**config.mk**
```make
export PLATFORM = sky130hd
export DESIGN_NAME = fir_bank_top
export DESIGN_NICKNAME = d
export VERILOG_FILES = /design/src/fir_bank_pkg.sv /design/src/band_output_stage.sv /design/src/fir_band_mac.sv /design/src/fir_bank_top.sv /design/src/tap_delay_line.sv
export SDC_FILE = /design/constraint.sdc
export NUM_CORES = 2
export LEC_CHECK = 0
export ABC_AREA = 1
export BUFFER_PORTS_ARGS = -buffer_cell sky130_fd_sc_hd__buf_2
export CAP_MARGIN = 20
export CORE_MARGIN = 1
export CORE_UTILIZATION = 55
export DETAILED_ROUTE_END_ITERATION = 8
export PLACE_DENSITY = 0.86
export SLEW_MARGIN = 10
export SYNTH_ARGS = -nofsm -noshare
export SYNTH_HDL_FRONTEND = slang
export SYNTH_SLANG_ARGS = --single-unit
```
**constraint.sdc**
```tcl
create_clock -name clk -period 7.9 [get_ports clk]
set_input_delay 1.58 -clock clk [delete_from_list [all_inputs] [get_ports clk]]
set_output_delay 1.58 -clock clk [all_outputs]
set_load 0.02 [all_outputs]
```
**src/fir_bank_pkg.sv**
```systemverilog
`default_nettype none

package fir_bank_pkg;

	// sample, coefficient and result widths
	localparam int sample_width = 16;
	localparam int coef_width = 8;
	localparam int acc_width = 28;

	// one tap product before accumulation
	localparam int prod_width = sample_width + coef_width;

	// filter geometry
	localparam int num_taps = 7;
	localparam int num_bands = 7;

	// stored samples, the newest tap comes straight from din
	localparam int hist_depth = num_taps - 1;

	localparam int code_width = 3;

	// 0 to 6 pick a coefficient row
	typedef logic [code_width-1:0] band_code_t;

	// code 7 asks for the sum of every band
	localparam band_code_t band_code_sum = 3'd7;

	// one row per band, tap 0 is applied to the newest sample
	// all sets are symmetric so tap order only matters for the impulse response
	localparam logic [coef_width-1:0] band_coefs [num_bands][num_taps] = '{
		// set b
		'{
			8'd29, 8'd101, 8'd15, 8'd235,
			8'd15, 8'd101, 8'd29
		},
		// set c
		'{
			8'd4, 8'd42, 8'd163, 8'd255,
			8'd163, 8'd42, 8'd4
		},
		// set d, centre tap zero
		'{
			8'd12, 8'd77, 8'd148, 8'd0,
			8'd148, 8'd77, 8'd12
		},
		// set 1, centre tap zero
		'{
			8'd15, 8'd25, 8'd193, 8'd0,
			8'd193, 8'd25, 8'd15
		},
		// set 2, same values as set c
		'{
			8'd4, 8'd42, 8'd163, 8'd255,
			8'd163, 8'd42, 8'd4
		},
		// set 3
		'{
			8'd9, 8'd56, 8'd109, 8'd0,
			8'd109, 8'd56, 8'd9
		},
		// set 4, same values as set 3
		'{
			8'd9, 8'd56, 8'd109, 8'd0,
			8'd109, 8'd56, 8'd9
		}
	};

	// tap window seen by every band filter
	// taps[0] is the current sample, taps[num_taps-1] the oldest
	typedef struct packed {
		logic [num_taps-1:0][sample_width-1:0] taps;
		band_code_t                            code;
	} tap_window_t;

	// all band results side by side, band[0] is set b
	typedef struct packed {
		logic [num_bands-1:0][acc_width-1:0] band;
	} band_frame_t;

endpackage

`default_nettype wire

```
**src/band_output_stage.sv**
```systemverilog
`default_nettype none

module band_output_stage (
	input  logic                               clk,
	input  logic                               arst_n,
	input  fir_bank_pkg::band_frame_t          results,
	input  fir_bank_pkg::band_code_t           result_code,
	input  logic                               result_valid,
	output logic [fir_bank_pkg::acc_width-1:0] dout,
	output logic                               output_data_ready,
	output fir_bank_pkg::band_frame_t          frame
);

	logic [fir_bank_pkg::acc_width-1:0] all_sum;
	logic [fir_bank_pkg::acc_width-1:0] pick;

	// sum of every band, wraps modulo 2^28 through the width
	always_comb
	begin
		all_sum = '0;
		for (int i = 0; i < fir_bank_pkg::num_bands; i++)
		begin
			all_sum = all_sum + results.band[i];
		end
	end

	// codes 0 to 6 select one band
	// anything else is the all-band sum
	always_comb
	begin
		pick = all_sum;
		for (int i = 0; i < fir_bank_pkg::num_bands; i++)
		begin
			if (result_code == fir_bank_pkg::band_code_t'(i))
			begin
				pick = results.band[i];
			end
		end
	end

	// no back-pressure, a valid result always goes out the next cycle
	always_ff @(posedge clk or negedge arst_n)
	begin
		if (!arst_n)
		begin
			dout              <= '0;
			frame             <= '0;
			output_data_ready <= 1'b0;
		end
		else
		begin
			output_data_ready <= result_valid;
			if (result_valid)
			begin
				dout  <= pick;
				frame <= results;
			end
		end
	end

endmodule

`default_nettype wire

```
**src/fir_band_mac.sv**
```systemverilog
`default_nettype none

module fir_band_mac #(
	parameter int band = 0
) (
	input  logic                               clk,
	input  logic                               arst_n,
	input  fir_bank_pkg::tap_window_t          window,
	input  logic                               window_strobe,
	output logic [fir_bank_pkg::acc_width-1:0] result,
	output fir_bank_pkg::band_code_t           result_code,
	output logic                               result_valid
);

	logic [fir_bank_pkg::num_taps-1:0][fir_bank_pkg::prod_width-1:0] prod;
	logic [fir_bank_pkg::acc_width-1:0]                              sum;

	// one product per tap, coefficients from this band's row
	always_comb
	begin
		for (int i = 0; i < fir_bank_pkg::num_taps; i++)
		begin
			prod[i] = fir_bank_pkg::prod_width'(window.taps[i]) *
				fir_bank_pkg::prod_width'(fir_bank_pkg::band_coefs[band][i]);
		end
	end

	// unsigned sum, fits in 28 bits even at full scale
	always_comb
	begin
		sum = '0;
		for (int i = 0; i < fir_bank_pkg::num_taps; i++)
		begin
			sum = sum + fir_bank_pkg::acc_width'(prod[i]);
		end
	end

	// one-cycle valid pulse per strobe
	always_ff @(posedge clk or negedge arst_n)
	begin
		if (!arst_n)
		begin
			result_valid <= 1'b0;
		end
		else
		begin
			result_valid <= window_strobe;
		end
	end

	// result and its band code held until the next strobe
	always_ff @(posedge clk)
	begin
		if (window_strobe)
		begin
			result      <= sum;
			result_code <= window.code;
		end
	end

endmodule

`default_nettype wire

```
**src/fir_bank_top.sv**
```systemverilog
`default_nettype none

module fir_bank_top (
	input  logic                                  clk,
	input  logic                                  arst_n,
	input  logic                                  new_data_rdy,
	input  logic [fir_bank_pkg::sample_width-1:0] din,
	input  fir_bank_pkg::band_code_t              band_sel,
	output logic [fir_bank_pkg::acc_width-1:0]    dout,
	output logic                                  output_data_ready,
	output fir_bank_pkg::band_frame_t             frame
);

	fir_bank_pkg::tap_window_t  window;
	logic                       window_strobe;
	fir_bank_pkg::band_frame_t  results;
	fir_bank_pkg::band_code_t   result_code;
	logic                       result_valid;

	// single history shared by all bands
	tap_delay_line u_delay (
		.clk          (clk),
		.arst_n       (arst_n),
		.new_data_rdy (new_data_rdy),
		.din          (din),
		.band_sel     (band_sel),
		.window       (window),
		.window_strobe(window_strobe)
	);

	// every band registers on the same strobe, so band 0's code and valid
	// stand for the whole set
	for (genvar g = 0; g < fir_bank_pkg::num_bands; g++)
	begin : g_band
		if (g == 0)
		begin : g_lead
			fir_band_mac #(
				.band(g)
			) u_mac (
				.clk          (clk),
				.arst_n       (arst_n),
				.window       (window),
				.window_strobe(window_strobe),
				.result       (results.band[g]),
				.result_code  (result_code),
				.result_valid (result_valid)
			);
		end
		else
		begin : g_rest
			fir_band_mac #(
				.band(g)
			) u_mac (
				.clk          (clk),
				.arst_n       (arst_n),
				.window       (window),
				.window_strobe(window_strobe),
				.result       (results.band[g]),
				.result_code  (),
				.result_valid ()
			);
		end
	end

	band_output_stage u_out (
		.clk              (clk),
		.arst_n           (arst_n),
		.results          (results),
		.result_code      (result_code),
		.result_valid     (result_valid),
		.dout             (dout),
		.output_data_ready(output_data_ready),
		.frame            (frame)
	);

endmodule

`default_nettype wire

```
**src/tap_delay_line.sv**
```systemverilog
`default_nettype none

module tap_delay_line (
	input  logic                                  clk,
	input  logic                                  arst_n,
	input  logic                                  new_data_rdy,
	input  logic [fir_bank_pkg::sample_width-1:0] din,
	input  fir_bank_pkg::band_code_t              band_sel,
	output fir_bank_pkg::tap_window_t             window,
	output logic                                  window_strobe
);

	// hist[0] is the sample from one strobe back
	logic [fir_bank_pkg::hist_depth-1:0][fir_bank_pkg::sample_width-1:0] hist;

	// shared history, moves only when a new sample arrives
	always_ff @(posedge clk or negedge arst_n)
	begin
		if (!arst_n)
		begin
			hist <= '0;
		end
		else if (new_data_rdy)
		begin
			hist <= {hist[fir_bank_pkg::hist_depth-2:0], din};
		end
	end

	// current sample goes in front of the stored history
	always_comb
	begin
		window.taps = {hist, din};
		window.code = band_sel;
	end

	// filters sample the window on the same edge that shifts the history
	assign window_strobe = new_data_rdy;

endmodule

`default_nettype wire

```
# After elaboration in Yosys (flattened, before gate mapping)
# Cells that the tools add are included.
# classes
addsub,33
mul,30
eq_ne,6
muxes,7
n_reduce_logical,1
# op_table
cell,n
adder 28 x 24 -> 28 bit,8
two-way mux 28 bit,7
adder 28 bit,6
"multiplier 16 x 8 -> 24 bit, second input constant",6
adder 28 x 20 -> 28 bit,5
"multiplier 16 x 7 -> 23 bit, second input constant",6
"multiplier 16 x 5 -> 21 bit, second input constant",6
"multiplier 16 x 4 -> 20 bit, second input constant",6
adder 28 x 23 -> 28 bit,4
adder 28 x 21 -> 28 bit,2
adder 28 x 22 -> 28 bit,2
"multiplier 16 x 6 -> 22 bit, second input constant",2
"multiplier 16 x 3 -> 19 bit, second input constant",2
"multiplier 16 x 2 -> 18 bit, second input constant",2
adder 28 x 18 -> 28 bit,1
adder 20 x 23 -> 24 bit,1
adder 21 x 23 -> 24 bit,1
adder 18 x 22 -> 23 bit,1
adder 20 x 22 -> 23 bit,1
adder 20 x 21 -> 22 bit,1
"== test 3 bit, second input constant",3
"== test 3 x 2 -> 1 bit, second input constant",2
"== test 3 x 1 -> 1 bit, second input constant",1
zero test 3 bit,1
# totals
reg_bits,409
input_bits,22
out_inout_bits,225

# Depth between registers and ports, before layout
# logic_depth
depth_word,13
depth_mapped,45
ltp_nobuf,45

# Cells and area by module
# From an unflattened synthesis, not the netlist that was laid out.
# unflattened
cells_unflattened,13099
area_unflattened_um2,113770.4
# by_module_without_submodules
mod,n_inst,cells_per_inst,area_per_inst_um2,seq_area_each_um2
fir_band_mac at g_band[0].g_lead.u_mac,1,1629,16340.7,925.9
band_output_stage,1,2082,15788.9,5630.4
fir_band_mac at g_band[1].g_rest.u_mac,1,1702,14834.2,925.9
fir_band_mac at g_band[4].g_rest.u_mac,1,1694,14741.6,925.9
fir_band_mac at g_band[2].g_rest.u_mac,1,1722,13078.8,895.9
fir_band_mac at g_band[6].g_rest.u_mac,1,1331,11841.4,895.9
fir_band_mac at g_band[5].g_rest.u_mac,1,1325,11810.1,895.9
fir_band_mac at g_band[3].g_rest.u_mac,1,1188,11543.6,925.9
tap_delay_line,1,426,3791.1,2402.3

# Worst setup path after synthesis
# No wires, ideal clock.
# synth_timing
kind,input-to-reg
start,input port din[2] in the netlist's numbering
end,register g_band[2].g_rest.u_mac.result[25] in the netlist's numbering (data pin)
setup_time_ns,0.262
arrival_time_ns,9.318
path_slack_ns,-1.680
path_stages,40
path_cell_list,ha_1 > a21oi_1 > o21ai_1 > nor2_1 > o21ai_1 > a21o_1 > nand2_1 > nand2_1 > xor2_1 > fa_1 > inv_1 > fa_1 > inv_1 > fa_1 > inv_1 > ha_1 > a21oi_1 > o21ai_0 > [... 4 more ...] > xnor2_1 > fa_1 > fa_1 > inv_1 > fa_1 > fa_1 > inv_1 > fa_1 > inv_1 > ha_1 > nand2_1 > nor2_1 > nand2_1 > o21ai_1 > a21oi_1 > o21ai_1 > a21oi_1 > xor2_1
# synth_via
elab_chain_len,6
# synth_lines
item,line,text
from (decl),fir_bank_top.sv:7,"input logic [fir_bank_pkg::sample_width-1:0] din,"
multiplier 16 x 2 -> 18 bit,fir_band_mac.sv:23,prod[i] = fir_bank_pkg::prod_width'(window.taps[i]) *
adder 20 x 23 -> 24 bit,fir_band_mac.sv:34,sum = sum + fir_bank_pkg::acc_width'(prod[i]);
adder 28 x 24 -> 28 bit (2 in a row),fir_band_mac.sv:34,
adder 28 x 23 -> 28 bit,fir_band_mac.sv:34,
adder 28 x 20 -> 28 bit,fir_band_mac.sv:34,
"named net g_band[2].g_rest.u_mac.sum, one bit",fir_band_mac.sv:16,logic [fir_bank_pkg::acc_width-1:0] sum;
to (signal assigned),fir_band_mac.sv:56,result <= sum;
to (decl),fir_band_mac.sv:10,"output logic [fir_bank_pkg::acc_width-1:0] result,"
# The timed path passes the listed nets, and every way through them passes these cells.
# A chain may end at the register's enable or synchronous reset.

# Worst setup path in the final report
# layout_timing
start,register u_delay.hist (netlist bit u_delay.window[23])
end,register g_band[4].g_rest.u_mac.result[25] in the netlist's numbering (data pin)
# layout_via
elab_chain_len,7
# layout_lines
item,line,text
from (decl),tap_delay_line.sv:14,logic [fir_bank_pkg::hist_depth-1:0][fir_bank_pkg::sample_width-1:0] hist;
from (signal assigned),tap_delay_line.sv:25,"hist <= {hist[fir_bank_pkg::hist_depth-2:0], din};"
multiplier 16 x 5 -> 21 bit,--,
adder 18 x 22 -> 23 bit,--,
adder 28 x 24 -> 28 bit (3 in a row),--,
adder 28 x 22 -> 28 bit,--,
adder 28 x 18 -> 28 bit,--,
"named net g_band[1].g_rest.u_mac.sum, one bit",fir_band_mac.sv:16,
to (signal assigned),fir_band_mac.sv:56,
to (decl),fir_band_mac.sv:10,
# The timed path passes the listed nets, and every way through them passes these cells.

==> results.py <==
metrics = {
    "clock_tree": {
        "cts_buffers": 51,
        "cts_sinks": 397,
        "htree_levels": 2,
        "clockRootBuffer": "clkbuf_16",
        "clock_latency_ns": 0.70,
        "cts_tree": "done",
        "ctsHoldBuffers": 0,
        "cts_buffer_depth": 3,
        "path_clk_slew_ns": 0.07,
    },
    "layout": {
        "n_fill_cell": 10290,
        "fin_nets": 12330,
        "final_area_um2": 97430,
        "seq_area_um2": 10630,
        "fin_util_pct": 69.82,
        "drive_gt1_share_pct": 24.31,
        "syn2layout_area_growth_pct": 25.88,
        "multi_input_area_um2": 62490,
    },
    "sta": {
        "fmax_ghz": 0.1078,
        "fin_crit_sh_pct": 117.5,
        "hold_viol": 0,
        "drv_slew": 0,
        "finalSetupViolCount": 82,
        "worst_pin_slew_ns": 1.057,
        "fin_ws_ns": -1.380,
        "max_slew_margin_pct": 28.78,
        "rsz0062_at_grt": "yes",
        "fin_crit_ns": 9.280,
        "tns_ns": -67.76,
        "fin_skew_ns": 0.05827,
    },
    "worst_hold_path": {
        "hold_path.class": "reg -> reg",
    },
    "outcome": {
        "status": "complete, but fails checks",
        "violations": "negative setup slack",
    },
    "critical_path": {
        "cpPeakStageDelay_ns": 0.62,
        "crit_family": "adder cells",
        "cp_slowest_cell": "fa_2",
        "cp-end-kind": "flip-flop",
        "crit_fanout": 4,
        "cp.buffers_inverters": 8,
        "crit_type": "reg -> reg",
        "cp-start-kind": "flip-flop",
        "arrival_ns": 9.72,
        "cp.required_ns": 8.34,
    },
    "floorplanning": {
        "row_count": 137,
        "die-area_um2": 142200,
        "ios": 247,
        "fp.dieW_um": 377.1,
        "floorplan.initialDensity_pct": 55.47,
        "die_h_um": 377.1,
        "core-area_um2": 139500,
    },
    "logic_synthesis": {
        "ys_seq_area_share_pct": 13.72,
        "synthMuxAreaShare_pct": 0.02910,
        "synthSimpleGateAreaFrac_pct": 8.988,
        "synth_flop_cell": "dfrtp_1",
        "synth_xor_area_share_pct": 3.576,
        "syn_inst": 8370,
        "netlist_area_um2": 77400,
        "synthArstFlopShare_pct": 65.49,
        "ys_ff_latch": 397,
        "ys_types": 56,
        "synth_compound_area_share_pct": 6.300,
        "synth_edf_count": 137,
        "syn_area_per_cell_um2": 9.247,
        "synth_fa_ha_area_share_pct": 55.03,
        "yosys_warnings": 0,
        "synth_top_family_by_area": "adder cells",
    },
    "global_route": {
        "grt_max_degree": 150,
        "grt_usage_pct": 43.29,
        "overflow": 0,
        "grt_pass1_vias": 70640,
        "antenna_found_initial": 7,
        "grt_pass1_wl_mm": 442.5,
    },
    "placed_design": {
        "place_ws_ns": -2.092,
        "place_area_um2": 89720,
        "port_buffers": 237,
        "gp_congestion": 1.101,
        "dpl.hpwl_mm": 252.9,
    },
    "detailed_routing": {
        "drt_wl_total_mm": 311.1,
        "drt_iter0_markers": 6004,
        "drc": 0,
        "first_pass_iters": 6,
        "antenna_left": 0,
        "vias_per_cell": 5.642,
        "route.vias.total": 65950,
        "wire_per_inst_um": 26.62,
    },
    "run": {
        "maxCapViolCount": 0,
    },
}
## final timing paths
kind | from | end | slack (ns) | cells past startpoint
max | u_delay.window[23]$_DFFE_PN0P_ | g_band[4].g_rest.u_mac.result[25]$_DFFE_PP_ | -1.38 | 40
min | u_out.frame[85]$_DFFE_PN0P_ | u_out.frame[85]$_DFFE_PN0P_ | 0.47 | 2
max reg2reg | u_delay.window[23]$_DFFE_PN0P_ | g_band[4].g_rest.u_mac.result[25]$_DFFE_PP_ | -1.38 | 40
min reg2reg | u_out.frame[85]$_DFFE_PN0P_ | u_out.frame[85]$_DFFE_PN0P_ | 0.47 | 2
max in group asynchronous | arst_n | u_delay.window[79]$_DFFE_PN0P_ | 5.40 | 2
min in group asynchronous | arst_n | u_out.frame[88]$_DFFE_PN0P_ | 0.96 | 1
## sequential cells by signal (all words and copies together), names as in the netlist
register and count:
u_out.frame 134, g_band.g_rest.u_mac.result 107, u_delay.window 96, u_out.dout 28
g_band.g_lead.u_mac.result 27, g_band.g_lead.u_mac.result_code 3, g_band.g_lead.u_mac.result_valid 1, u_out.output_data_ready 1
## final cells by class
type	count	area share, %
flip-flops and latches	397	10.91
inverters	2342	9.044
clock buffers	70	1.479
repair buffers	1474	11.67
well taps	1876	2.409
clock inverters	26	0.3288
diodes	6	0.01541
multi-input cells	5499	64.14
## placed cells by master (no fill, tap or decap), types with 30 or more instances in the layout
master | Yosys | routed
fa_2 | 0 | 45
inv_1 | 2329 | 2208
o21ai_1 | 71 | 55
clkbuf_16 | 0 | 51
ha_4 | 0 | 129
buf_12 | 0 | 30
buf_4 | 62 | 1092
a21oi_4 | 0 | 56
nand2_4 | 0 | 48
nand4_1 | 33 | 33
nor2_1 | 256 | 223
dfrtp_1 | 260 | 253
inv_2 | 12 | 125
xnor2_1 | 107 | 68
o21ai_2 | 3 | 35
xor2_1 | 209 | 170
nand2_1 | 1223 | 1114
nand3_1 | 160 | 135
buf_6 | 0 | 120
edfxtp_1 | 137 | 137
fa_1 | 1430 | 1385
nand2_2 | 2 | 62
a21oi_2 | 3 | 79
a21oi_1 | 423 | 291
ha_1 | 1116 | 979
buf_2 | 7 | 225
o21ai_0 | 220 | 179
## synthesized netlist by cell type (23+ instances only)
cell / n / area [um2]
o211ai_1: 23 / 172.7
xor2_1: 209 / 1831
ha_1: 1116 / 13960
a21o_1: 25 / 187.7
xnor2_1: 107 / 937.2
o21ai_0: 220 / 1101
clkbuf_1: 66 / 247.7
nand2_1: 1223 / 4591
nand4_1: 33 / 206.5
o21bai_1: 33 / 247.7
fa_1: 1430 / 28630
nand3_1: 160 / 800.8
buf_4: 62 / 465.5
nor3_1: 43 / 215.2
nor2_1: 256 / 960.9
edfxtp_1: 137 / 4114
dfrtp_1: 260 / 6506
inv_1: 2329 / 8742
o21ai_1: 71 / 355.3
a21oi_1: 423 / 2117
## what timing repair did
item	CTS	global route
pin swaps	351	299
setup buffers	131	65
resized for setup	624	410
endpoints found under the setup margin	86	87
## worst min-delay path: cells and delay by family (launching register included)
family / cells / cell delay, ns
and+or+nand+nor: 2 / 0.11
DFF: 1 / 0.33
## per-layer routing
| layer | part of all wire (%) | global-route usage [%] |
|---|---|---|
| met1 | 34 | 48.95 |
| met2 | 45 | 69.51 |
| met3 | 10 | 10.78 |
| met4 | 11 | 35.47 |
| met5 | 0.012 | 0 |
## cell families after synthesis
logic type,after synthesis
fa+ha+maj,2546
buf+inv,2482
simple gates,1742
compound gates,884
flops,397
xor+xnor,316
mux,2
other cells,1
## through the flow
step	instances	hold slack [ns]
2_1_floorplan	8378	0.3721
3_3_place_gp	11440	0.4492
3_5_place_dp	11440	0.4536
4_1_cts	11640	0.4695
5_1_grt	11680	0.4921
6_report	11690	0.4672
Power is not shown: default switching activity piles up to over one toggle a cycle in this logic, so the estimate is an artifact.
